$ cat src/rename_pkg.sv
// rename core shared definitions
// widths, instruction views and the packets passed between the stages
`default_nettype none

package rename_pkg;

    localparam int xlen       = 32;     // data width
    localparam int arch_regs  = 32;     // architectural registers
    localparam int phys_regs  = 64;     // physical registers
    localparam int ar_w       = 5;      // arch index width
    localparam int pr_w       = 6;      // phys index width
    localparam int free_depth = 32;     // free list slots
    localparam int fl_w       = 5;      // free list pointer width

    // rv32 encodings, subset only
    localparam logic [6:0] op_reg     = 7'b0110011;
    localparam logic [6:0] op_imm     = 7'b0010011;
    localparam logic [2:0] f3_add_sub = 3'b000;
    localparam logic [2:0] f3_xor     = 3'b100;
    localparam logic [2:0] f3_or      = 3'b110;
    localparam logic [2:0] f3_and     = 3'b111;
    localparam logic [6:0] f7_base    = 7'b0000000;
    localparam logic [6:0] f7_sub     = 7'b0100000;

    typedef enum logic [2:0] {alu_add, alu_sub, alu_and, alu_or, alu_xor} alu_op_t;

    typedef struct packed {
        logic [6:0]      funct7;
        logic [ar_w-1:0] rs2;
        logic [ar_w-1:0] rs1;
        logic [2:0]      funct3;
        logic [ar_w-1:0] rd;
        logic [6:0]      opcode;
    } inst_r_t;

    typedef struct packed {
        logic [11:0]     imm;           // sign extended in decode
        logic [ar_w-1:0] rs1;
        logic [2:0]      funct3;
        logic [ar_w-1:0] rd;
        logic [6:0]      opcode;
    } inst_i_t;

    // same word, two field layouts
    typedef union packed {
        inst_r_t r;
        inst_i_t i;
    } inst_u;

    typedef struct packed {
        logic            valid;
        logic            illegal;
        alu_op_t         op;
        logic            use_imm;
        logic [xlen-1:0] imm;
        logic [pr_w-1:0] src1_pr;
        logic [pr_w-1:0] src2_pr;
        logic            dest_en;       // allocated a new phys reg
        logic [pr_w-1:0] dest_pr;
        logic [ar_w-1:0] dest_ar;
        logic [pr_w-1:0] old_pr;        // previous mapping of dest_ar
    } dispatch_t;

    typedef struct packed {
        logic            valid;
        logic            illegal;
        logic            dest_en;
        logic [ar_w-1:0] dest_ar;
        logic [pr_w-1:0] old_pr;
        logic [xlen-1:0] value;
    } result_t;

    typedef struct packed {
        logic            valid;
        logic [pr_w-1:0] pr;
    } free_t;

endpackage

`default_nettype wire

$ cat src/rename_decode.sv
// rename decode stage
// decodes one instruction per cycle, looks up source tags in the map table,
// pops a free phys reg for the destination and registers the dispatch packet
`timescale 1ns/1ps
`default_nettype none

module rename_decode (
    input  logic                  clock,
    input  logic                  reset,
    input  logic                  inst_valid,
    input  rename_pkg::inst_u     inst,
    input  rename_pkg::free_t     freed,    // returned reg from retire
    output rename_pkg::dispatch_t disp
);

    logic [rename_pkg::pr_w-1:0] map_table [rename_pkg::arch_regs];
    logic [rename_pkg::pr_w-1:0] fl_mem [rename_pkg::free_depth];
    logic [rename_pkg::fl_w-1:0] fl_head;
    logic [rename_pkg::fl_w-1:0] fl_tail;
    logic [rename_pkg::fl_w:0]   fl_count;  // one extra bit for full

    logic                  illegal;
    logic                  use_imm;
    rename_pkg::alu_op_t   op;
    logic                  alloc;
    logic                  push;
    rename_pkg::dispatch_t disp_next;

    ////////////////////
    // decode
    ////////////////////
    always_comb begin
        illegal = 1'b1;                 // unless matched below
        use_imm = 1'b0;
        op      = rename_pkg::alu_add;
        case (inst.r.opcode)
            rename_pkg::op_reg: begin
                if (inst.r.funct7 == rename_pkg::f7_base) begin
                    illegal = 1'b0;
                    case (inst.r.funct3)
                        rename_pkg::f3_add_sub: op = rename_pkg::alu_add;
                        rename_pkg::f3_xor:     op = rename_pkg::alu_xor;
                        rename_pkg::f3_or:      op = rename_pkg::alu_or;
                        rename_pkg::f3_and:     op = rename_pkg::alu_and;
                        default:                illegal = 1'b1;   // sll, slt etc
                    endcase
                end else if (inst.r.funct7 == rename_pkg::f7_sub &&
                             inst.r.funct3 == rename_pkg::f3_add_sub) begin
                    illegal = 1'b0;
                    op      = rename_pkg::alu_sub;
                end
            end
            rename_pkg::op_imm: begin
                if (inst.i.funct3 == rename_pkg::f3_add_sub) begin   // addi only
                    illegal = 1'b0;
                    use_imm = 1'b1;
                end
            end
            default: ;
        endcase
    end

    // x0 and illegal get no phys reg
    assign alloc = inst_valid && !illegal && (inst.r.rd != '0);
    assign push  = freed.valid;

    always_comb begin
        disp_next.valid   = inst_valid;
        disp_next.illegal = illegal;
        disp_next.op      = op;
        disp_next.use_imm = use_imm;
        disp_next.imm     = {{(rename_pkg::xlen-12){inst.i.imm[11]}}, inst.i.imm};
        disp_next.src1_pr = map_table[inst.r.rs1];
        disp_next.src2_pr = map_table[inst.r.rs2];      // unused for addi
        disp_next.dest_en = alloc;
        disp_next.dest_pr = fl_mem[fl_head];
        disp_next.dest_ar = inst.r.rd;
        disp_next.old_pr  = map_table[inst.r.rd];
    end

    ////////////////////
    // map table, free list
    ////////////////////
    always_ff @(posedge clock) begin
        if (reset) begin
            for (int i = 0; i < rename_pkg::arch_regs; i++) begin
                map_table[i] <= rename_pkg::pr_w'(i);   // identity map
            end
            for (int i = 0; i < rename_pkg::free_depth; i++) begin
                fl_mem[i] <= rename_pkg::pr_w'(rename_pkg::arch_regs + i);  // upper half free
            end
            fl_head  <= '0;
            fl_tail  <= '0;
            fl_count <= (rename_pkg::fl_w+1)'(rename_pkg::free_depth);
        end else begin
            if (alloc) begin
                map_table[inst.r.rd] <= fl_mem[fl_head];
                fl_head              <= fl_head + 1'b1;
            end
            if (push) begin
                fl_mem[fl_tail] <= freed.pr;
                fl_tail         <= fl_tail + 1'b1;
            end
            case ({push, alloc})
                2'b10:   fl_count <= fl_count + 1'b1;
                2'b01:   fl_count <= fl_count - 1'b1;
                default: ;      // both or neither, no change
            endcase
        end
    end

    always_ff @(posedge clock) begin
        disp <= disp_next;
        if (reset) disp.valid <= 1'b0;
    end

    // retire returns one reg per allocation, so the list stays in range
    a_free_list_bounds: assert property (@(posedge clock) disable iff (reset)
        !(alloc && fl_count == '0) &&
        !(push && fl_count == (rename_pkg::fl_w+1)'(rename_pkg::free_depth)));

endmodule

`default_nettype wire

$ cat src/alu_execute.sv
// integer execute stage
// reads operands from the physical register file, computes the alu result,
// writes it back and registers the result packet for retire
`timescale 1ns/1ps
`default_nettype none

module alu_execute (
    input  logic                  clock,
    input  logic                  reset,
    input  rename_pkg::dispatch_t disp,
    output rename_pkg::result_t   res
);

    logic [rename_pkg::xlen-1:0] prf [rename_pkg::phys_regs];

    logic [rename_pkg::xlen-1:0] opa;
    logic [rename_pkg::xlen-1:0] opb;
    logic [rename_pkg::xlen-1:0] alu_out;
    logic                        wr_en;

    ////////////////////
    // operands, alu
    ////////////////////
    // writes land at the edge before a dependent reads, no bypass needed
    assign opa = prf[disp.src1_pr];
    assign opb = disp.use_imm ? disp.imm : prf[disp.src2_pr];

    always_comb begin
        case (disp.op)
            rename_pkg::alu_add: alu_out = opa + opb;
            rename_pkg::alu_sub: alu_out = opa - opb;
            rename_pkg::alu_and: alu_out = opa & opb;
            rename_pkg::alu_or:  alu_out = opa | opb;
            rename_pkg::alu_xor: alu_out = opa ^ opb;
            default:             alu_out = '0;
        endcase
    end

    assign wr_en = disp.valid && disp.dest_en;

    ////////////////////
    // register file
    ////////////////////
    always_ff @(posedge clock) begin
        if (reset) begin
            for (int i = 0; i < rename_pkg::phys_regs; i++) begin
                prf[i] <= '0;
            end
        end else if (wr_en) begin
            prf[disp.dest_pr] <= alu_out;
        end
    end

    // result packet to retire
    always_ff @(posedge clock) begin
        res.valid   <= disp.valid;
        res.illegal <= disp.illegal;
        res.dest_en <= disp.dest_en;
        res.dest_ar <= disp.dest_ar;
        res.old_pr  <= disp.old_pr;
        res.value   <= disp.dest_en ? alu_out : '0;    // x0 and illegal report zero
        if (reset) res.valid <= 1'b0;
    end

    // p0 backs x0 and never comes off the free list
    a_no_write_p0: assert property (@(posedge clock) disable iff (reset)
        wr_en |-> disp.dest_pr != '0);

endmodule

`default_nettype wire

$ cat src/retire_result.sv
// in-order retire stage
// puts each result on the commit port, counts retired instructions and
// hands the overwritten phys reg back to the free list
`timescale 1ns/1ps
`default_nettype none

module retire_result (
    input  logic                        clock,
    input  logic                        reset,
    input  rename_pkg::result_t         res,
    output rename_pkg::free_t           freed,
    output logic                        commit_valid,
    output logic                        commit_illegal,
    output logic [rename_pkg::ar_w-1:0] commit_rd,
    output logic [rename_pkg::xlen-1:0] commit_value,
    output logic [15:0]                 retired_count
);

    // old mapping is dead once its overwriter retires
    assign freed.valid = res.valid && res.dest_en;
    assign freed.pr    = res.old_pr;

    ////////////////////
    // commit port
    ////////////////////
    always_ff @(posedge clock) begin
        if (reset) begin
            commit_valid  <= 1'b0;
            retired_count <= '0;
        end else begin
            commit_valid <= res.valid;
            if (res.valid) retired_count <= retired_count + 1'b1;   // wraps
        end
    end

    always_ff @(posedge clock) begin
        if (res.valid) begin           // payload holds between commits
            commit_illegal <= res.illegal;
            commit_rd      <= res.dest_ar;
            commit_value   <= res.value;
        end
    end

    // only legal writes to a nonzero rd allocate, so only those free
    a_freed_from_retire: assert property (@(posedge clock) disable iff (reset)
        freed.valid |-> !res.illegal && res.dest_ar != '0);

endmodule

`default_nettype wire

$ cat src/rename_core.sv
// rename core top level
// decode/rename, execute and retire in a fixed 3-cycle pipeline
`timescale 1ns/1ps
`default_nettype none

module rename_core (
    input  logic                        clock,
    input  logic                        reset,
    input  logic                        inst_valid,
    input  logic [31:0]                 inst,
    output logic                        commit_valid,
    output logic                        commit_illegal,
    output logic [rename_pkg::ar_w-1:0] commit_rd,
    output logic [rename_pkg::xlen-1:0] commit_value,
    output logic [15:0]                 retired_count
);

    rename_pkg::dispatch_t disp;    // decode -> execute
    rename_pkg::result_t   res;     // execute -> retire
    rename_pkg::free_t     freed;   // retire -> free list

    rename_decode i_decode (
        .clock      (clock),
        .reset      (reset),
        .inst_valid (inst_valid),
        .inst       (inst),         // raw word into the union view
        .freed      (freed),
        .disp       (disp)
    );

    alu_execute i_execute (
        .clock (clock),
        .reset (reset),
        .disp  (disp),
        .res   (res)
    );

    retire_result i_retire (
        .clock          (clock),
        .reset          (reset),
        .res            (res),
        .freed          (freed),
        .commit_valid   (commit_valid),
        .commit_illegal (commit_illegal),
        .commit_rd      (commit_rd),
        .commit_value   (commit_value),
        .retired_count  (retired_count)
    );

endmodule

`default_nettype wire

$ cat config.mk
export PLATFORM = sky130hd
export DESIGN_NAME = rename_core
export DESIGN_NICKNAME = d
export VERILOG_FILES = /design/src/rename_pkg.sv /design/src/rename_decode.sv /design/src/alu_execute.sv /design/src/retire_result.sv /design/src/rename_core.sv
export SDC_FILE = /design/constraint.sdc
export NUM_CORES = 2
export LEC_CHECK = 0
export BUFFER_PORTS_ARGS = -buffer_cell sky130_fd_sc_hd__buf_2
export CORE_MARGIN = 2
export CORE_UTILIZATION = 55
export DETAILED_ROUTE_END_ITERATION = 8
export PLACE_DENSITY_LB_ADDON = 0.1
export SYNTH_ARGS = -nofsm -noshare
export SYNTH_HDL_FRONTEND = slang
export SYNTH_SLANG_ARGS = --single-unit
$ cat constraint.sdc
create_clock -name clock -period 10.97 [get_ports clock]
set_input_delay 1.6455 -clock clock [delete_from_list [all_inputs] [get_ports clock]]
set_output_delay 1.6455 -clock clock [all_outputs]
set_load 0.05 [all_outputs]
[Yosys cells after proc, flatten, opt, wreduce, memory -nomap -nowiden]
Memory sizes are Yosys's and may differ from the RTL's. A register that Yosys moved wholly into a read port is not among the register bits.
Index checks and enable logic that the tools add are counted.
Word-level totals
  register bits: 141
  RAM bits: 2432
  input port bits: 35
  output and inout bits: 55
  word-level logic and storage cells: 89
  memories: 3
Operators by class
  $add $sub $neg: 5
  eq/ne operators: 10
  muxes and demuxes: 33
  bitwise gates (word level): 3
  reduce and logical (&&, ||, !) cells: 14
Memories
  i_execute.prf: words 64, width 32, rd ports 2, clocked after memory_dff 0, write ports 64, RTL line alu_execute.sv:14  | logic [rename_pkg::xlen-1:0] prf [rename_pkg::phys_regs];
  i_decode.fl_mem: words 32, width 6, rd ports 1, clocked after memory_dff 1, write ports 32, RTL line rename_decode.sv:17  | logic [rename_pkg::pr_w-1:0] fl_mem [rename_pkg::free_depth];
  i_decode.map_table: words 32, width 6, rd ports 3, clocked after memory_dff 3, write ports 32, RTL line rename_decode.sv:16  | logic [rename_pkg::pr_w-1:0] map_table [rename_pkg::arch_regs];
Operators with widths (number)
  $pmux W32 S5: 1
  $mux W32: 2
  $add A32 B32 Y32: 1
  $and A32 B32 Y32: 1
  $or A32 B32 Y32: 1
  $reduce_or A32 Y1: 1
  $sub A32 B32 Y32: 1
  $xor A32 B32 Y32: 1
  $mux W1: 20
  $mux W5: 4
  $mux W6: 3
  $add A16 B1 Y16 const B: 1
  $eq A7 B6 Y1 const B: 2
  $eq A3 B3 Y1 const B: 4
  $reduce_or A6 Y1: 2
  $add A5 B1 Y5 const B: 2
  $pmux W3 S3: 1
  $eq A7 B5 Y1 const B: 1
  $logic_not A7 Y1: 1
  $eq A3 B2 Y1 const B: 2
  $logic_not A3 Y1: 2
  $logic_and A1 B1 Y1: 5
  $reduce_bool A5 Y1: 1
  $reduce_or A4 Y1: 1
  other kinds (4): 4

[Logic depth before layout (Yosys ltp)]
  word-level depth: 13
  gate-level depth with buffers: 31
  depth with buffers taken out: 24

[Cells and area by module]
A second synthesis with hierarchy kept.
Second synthesis, totals
  cells, all modules: 9599
  area total of the unflattened synthesis: 134811.8 µm²
Modules (own cells, without submodules)
  alu_execute: times used 1, cells each 7691, area each 109891.6 µm², sequential area each 62419.9 µm²
  rename_decode: times used 1, cells each 1784, area each 22960.8 µm², sequential area each 12792.3 µm²
  retire_result: times used 1, cells each 124, area each 1959.4 µm², sequential area each 1481.4 µm²

[Least setup slack after synthesis]
Ideal clock, no wire load.
  path type: register to register
  from: reg i_decode.disp[24] (netlist name)
  to: mem i_execute.prf[14][31] in the netlist's numbering, data pin
  library setup time: 0.275 ns
  data arrival time: 6.567 ns
  data required time: 10.695 ns
  setup slack: 4.129 ns
  cell stages (with the launch flop): 25
  buffers on the path: 8
  period minus slack after synthesis: 6.841 ns
  path through: dfxtp_1 buf_4 buf_6 clkbuf_1 clkbuf_1 buf_1 buf_1 mux4_2 mux4_2 mux2i_1 o21a_1 inv_1 ha_1 o21a_1 o31a_1 o211ai_1 a2111oi_0 o211ai_1 a31oi_1 a31oi_1 and3_1 nor3_1 clkbuf_1 clkbuf_1 a21oi_2
RTL lines (RTL line)
  end: declaration: alu_execute.sv:14

==> results.sh <==
export IMPL_status="finished with violations"
export IMPL_violations="capacitance limit, slew limit"
export IMPL_top_layer="met5"
export IMPL_wl_met3_um=72800
export IMPL_vdd_ir_drop_max_v=0.000296
export IMPL_die_area_mm2=0.246
export IMPL_synth_top_area_cell="edfxtp_1"
export IMPL_async_flop_share_pct=0
export IMPL_muxShareOfSynthArea_pct=25.0
export IMPL_worst_pin_slew_ps=1550
export IMPL_cts_buffers=299
export IMPL_setup_viol=0
export IMPL_grt_max_degree=105
export IMPL_start_util_pct=55.4
export IMPL_dp_cells=11828
export IMPL_cts_resized=0
export IMPL_vias=90782
export IMPL_htreeDepth=5
export IMPL_firstDrtPassIters=6
export IMPL_cts_path_max_buffers=4
export IMPL_synthTopCellsByCount="2470 x edfxtp_1, 2333 x nor2_1, 1405 x mux4_2"
export IMPL_num_rows=180
export IMPL_synthSimpleGateAreaFrac_pct=9.97
export IMPL_synth_edf_count=2470
export IMPL_synthTopCellsByArea="edfxtp_1 56%, mux4_2 24%, nor2_1 6.6%"
export IMPL_max_cap_violations=1
export IMPL_cts_setup_buffers=0
export IMPL_drt_wirelength_per_cell_um=42.5
export IMPL_wl_met2_um=233000
export IMPL_worst_hold_path_type="flop to flop"
export IMPL_synth_distinct_cells=86
export IMPL_clk_pin_slew_ps=60
export IMPL_synth_top_cell_area_share_pct=55.6
export IMPL_start_kind="flop"
export IMPL_fmax_mhz=105
export IMPL_drv_slew=3
export IMPL_synth_compound_area_share_pct=2.81
export IMPL_detail_route_antenna_nets=0
export IMPL_fin_crit_sh_pct=86.7
export IMPL_die_h_um=496
export IMPL_multi_input_area_mm2=0.0531
export IMPL_cp_max_fo=52
export IMPL_grt_pass1_wl_um=718000
export IMPL_viasPerCell=7.33
export IMPL_drive_above_1_share_pct=28.5
export IMPL_tns_ps=0
export IMPL_seqCellArea_mm2=0.0767
export IMPL_io_pins=90
export IMPL_static_leakage_power_uw=0.0509
export IMPL_grt_antenna_before_repair=58
export IMPL_synthXorXnorAreaFrac_pct=0.519
export IMPL_synthCells=9094
export IMPL_cp_arrival_ps=10280
export IMPL_syn_area_mm2=0.133
export IMPL_drc=0
export IMPL_rsz0062_at_grt="no"
export IMPL_core_mm2=0.241
export IMPL_yosysMostFrequentCell="edfxtp_1"
export IMPL_grt_pass1_vias=88914
export IMPL_synth_top_family_by_area="multiplexers"
export IMPL_die_x_um=496
export IMPL_clock_root_buffer="clkbuf_16"
export IMPL_tritoncts_num_sinks=2596
export IMPL_drt_met1_wl_um=168000
export IMPL_hold_violations=0
export IMPL_cp_required_ps=11730
export IMPL_wirelength_um=526000
export IMPL_syn2layout_area_growth_pct=10.4
export IMPL_grtUsageTotal_pct=42.8
export IMPL_first_iter_violations=15011
export IMPL_ys_seq_area_share_pct=57.5
export IMPL_ctsHoldBuffers=0
export IMPL_dp_hpwl_um=333000
export IMPL_post_route_min_period_ps=9510
export IMPL_ys_flop_type="edfxtp_1"
export IMPL_yosysWarnings=0
export IMPL_worst_setup_path_type="flop to flop"
export IMPL_final_cells=12378
export IMPL_fill_cells=17954
export IMPL_ys_seq_elements=2596
export IMPL_avgSynthCellArea_um2=14.7
export IMPL_finalClockSkew_ps=84.1
export IMPL_worstSkewPairLatency_ps=980
export IMPL_layout_nets=9084
export IMPL_io_buffers=89
export IMPL_grt_overflow=0
export IMPL_gp_congestion=1.11
export IMPL_synthAdderAreaFrac_pct=0.982
export IMPL_whs_ps=322
export IMPL_cts_tree="built"
export IMPL_relSlewSlack_pct=-3.76
export IMPL_cp_end_kind="flop"
export IMPL_power_density_mw_per_mm2=217
-- worst max-delay path: stages (launching register included) --
cell and delay (ps):
dfxtp_4 1030, buf_12 390, buf_12 390, mux2i_1 260
o22ai_1 100, nor4_1 890, nor2_1 360, a41oi_2 350
nand3_1 190, nor4b_2 770, a21oi_1 210, xnor2_1 170
ha_1 380, nand3_1 170, nor2_1 170, o211ai_1 240
a2111oi_0 850, o211ai_1 250, a31oi_1 280, a31oi_1 310
or4bb_1 550, mux2i_1 260, a311oi_4 60, buf_4 330
a21oi_1 220
-- power breakdown --
group | internal [µW] | switching, µW
clock | 5780 | 4060
sequential | 11100 | 249
combinational | 2670 | 8000
total | 19600 | 12300
-- cell usage in the layout (no fill, tap or decap), types with 50 or more instances in the layout --
cell       synthesis  layout
a21oi_2           50      50
nand2_2            0      64
nor2_1          2333    2331
nand3_1           63      63
or3_1             51      51
nor3_1            54      51
buf_4             20     361
clkbuf_1         649      63
mux4_2          1405    1405
edfxtp_1        2470    2470
mux2i_1          138     132
nand2b_1         121      57
nand2_1          348     284
clkbuf_16          0     305
a22oi_1           83      83
a21oi_1           88      88
and2_1            56      56
inv_1             99      98
or2_2             56      56
buf_2             62      86
dfxtp_1          126     109
ha_1             103     103
-- final timing paths --
| kind | to | cells past startpoint | slack [ps] | start |
|---|---|---|---|---|
| max | i_execute.prf[11][31] | 24 | 1460 | i_decode.disp[18] |
| min | i_execute.res[42] | 0 | 320 | i_decode.disp[10] |
| max reg2reg | i_execute.prf[11][31] | 24 | 1460 | i_decode.disp[18] |
| min reg2reg | i_execute.res[42] | 0 | 320 | i_decode.disp[10] |
-- layer usage --
metal | up-vias | GRT usage (%)
li1 | 34604 | -
met3 | 1972 | 13.4
met5 | - | 0
met4 | 54 | 32.7
met1 | 46511 | 52.7
met2 | 7641 | 63.6
-- state kept, by name (all words and copies together) (netlist names), named ones only --
signal	flops
i_decode.fl_head	5
i_retire.commit_rd	5
i_retire.commit_value	32
i_execute.prf	2048
i_decode.fl_tail	5
i_decode.disp	48
i_decode.fl_mem	192
i_retire.commit_illegal	1
i_execute.res	46
i_retire.commit_valid	1
i_decode.map_table	192
i_retire.retired_count	16
-- cell type report --
class | count | share of cell area, %
Sequential cell | 2596 | 52.1
Multi-Input combinational cell | 5480 | 36.1
Clock buffer | 384 | 5.49
Tap cell | 3185 | 2.71
Timing Repair Buffer | 466 | 2.39
Clock inverter | 131 | 0.895
Inverter | 102 | 0.261
Antenna cell | 34 | 0.0578
-- per-stage QoR --
step	utilization (%)	setup slack, ps	power, µW	area (µm²)
after detailed placement	57.2	1850	21800	138000
after global placement	57.2	1950	21700	138000
after global routing	61.1	1290	32400	147000
after CTS	61.1	1770	31500	147000
after floorplan	-	4130	17600	133000
final	61.2	1460	31900	147000
-- cell families after synthesis --
family,count (synthesis)
flops,2596
simple gates,3200
other cells,1
xor+xnor,79
buf+inv,1023
fa+ha+maj,104
mux,1573
compound gates,518
Power figures use the tool's default switching activity.
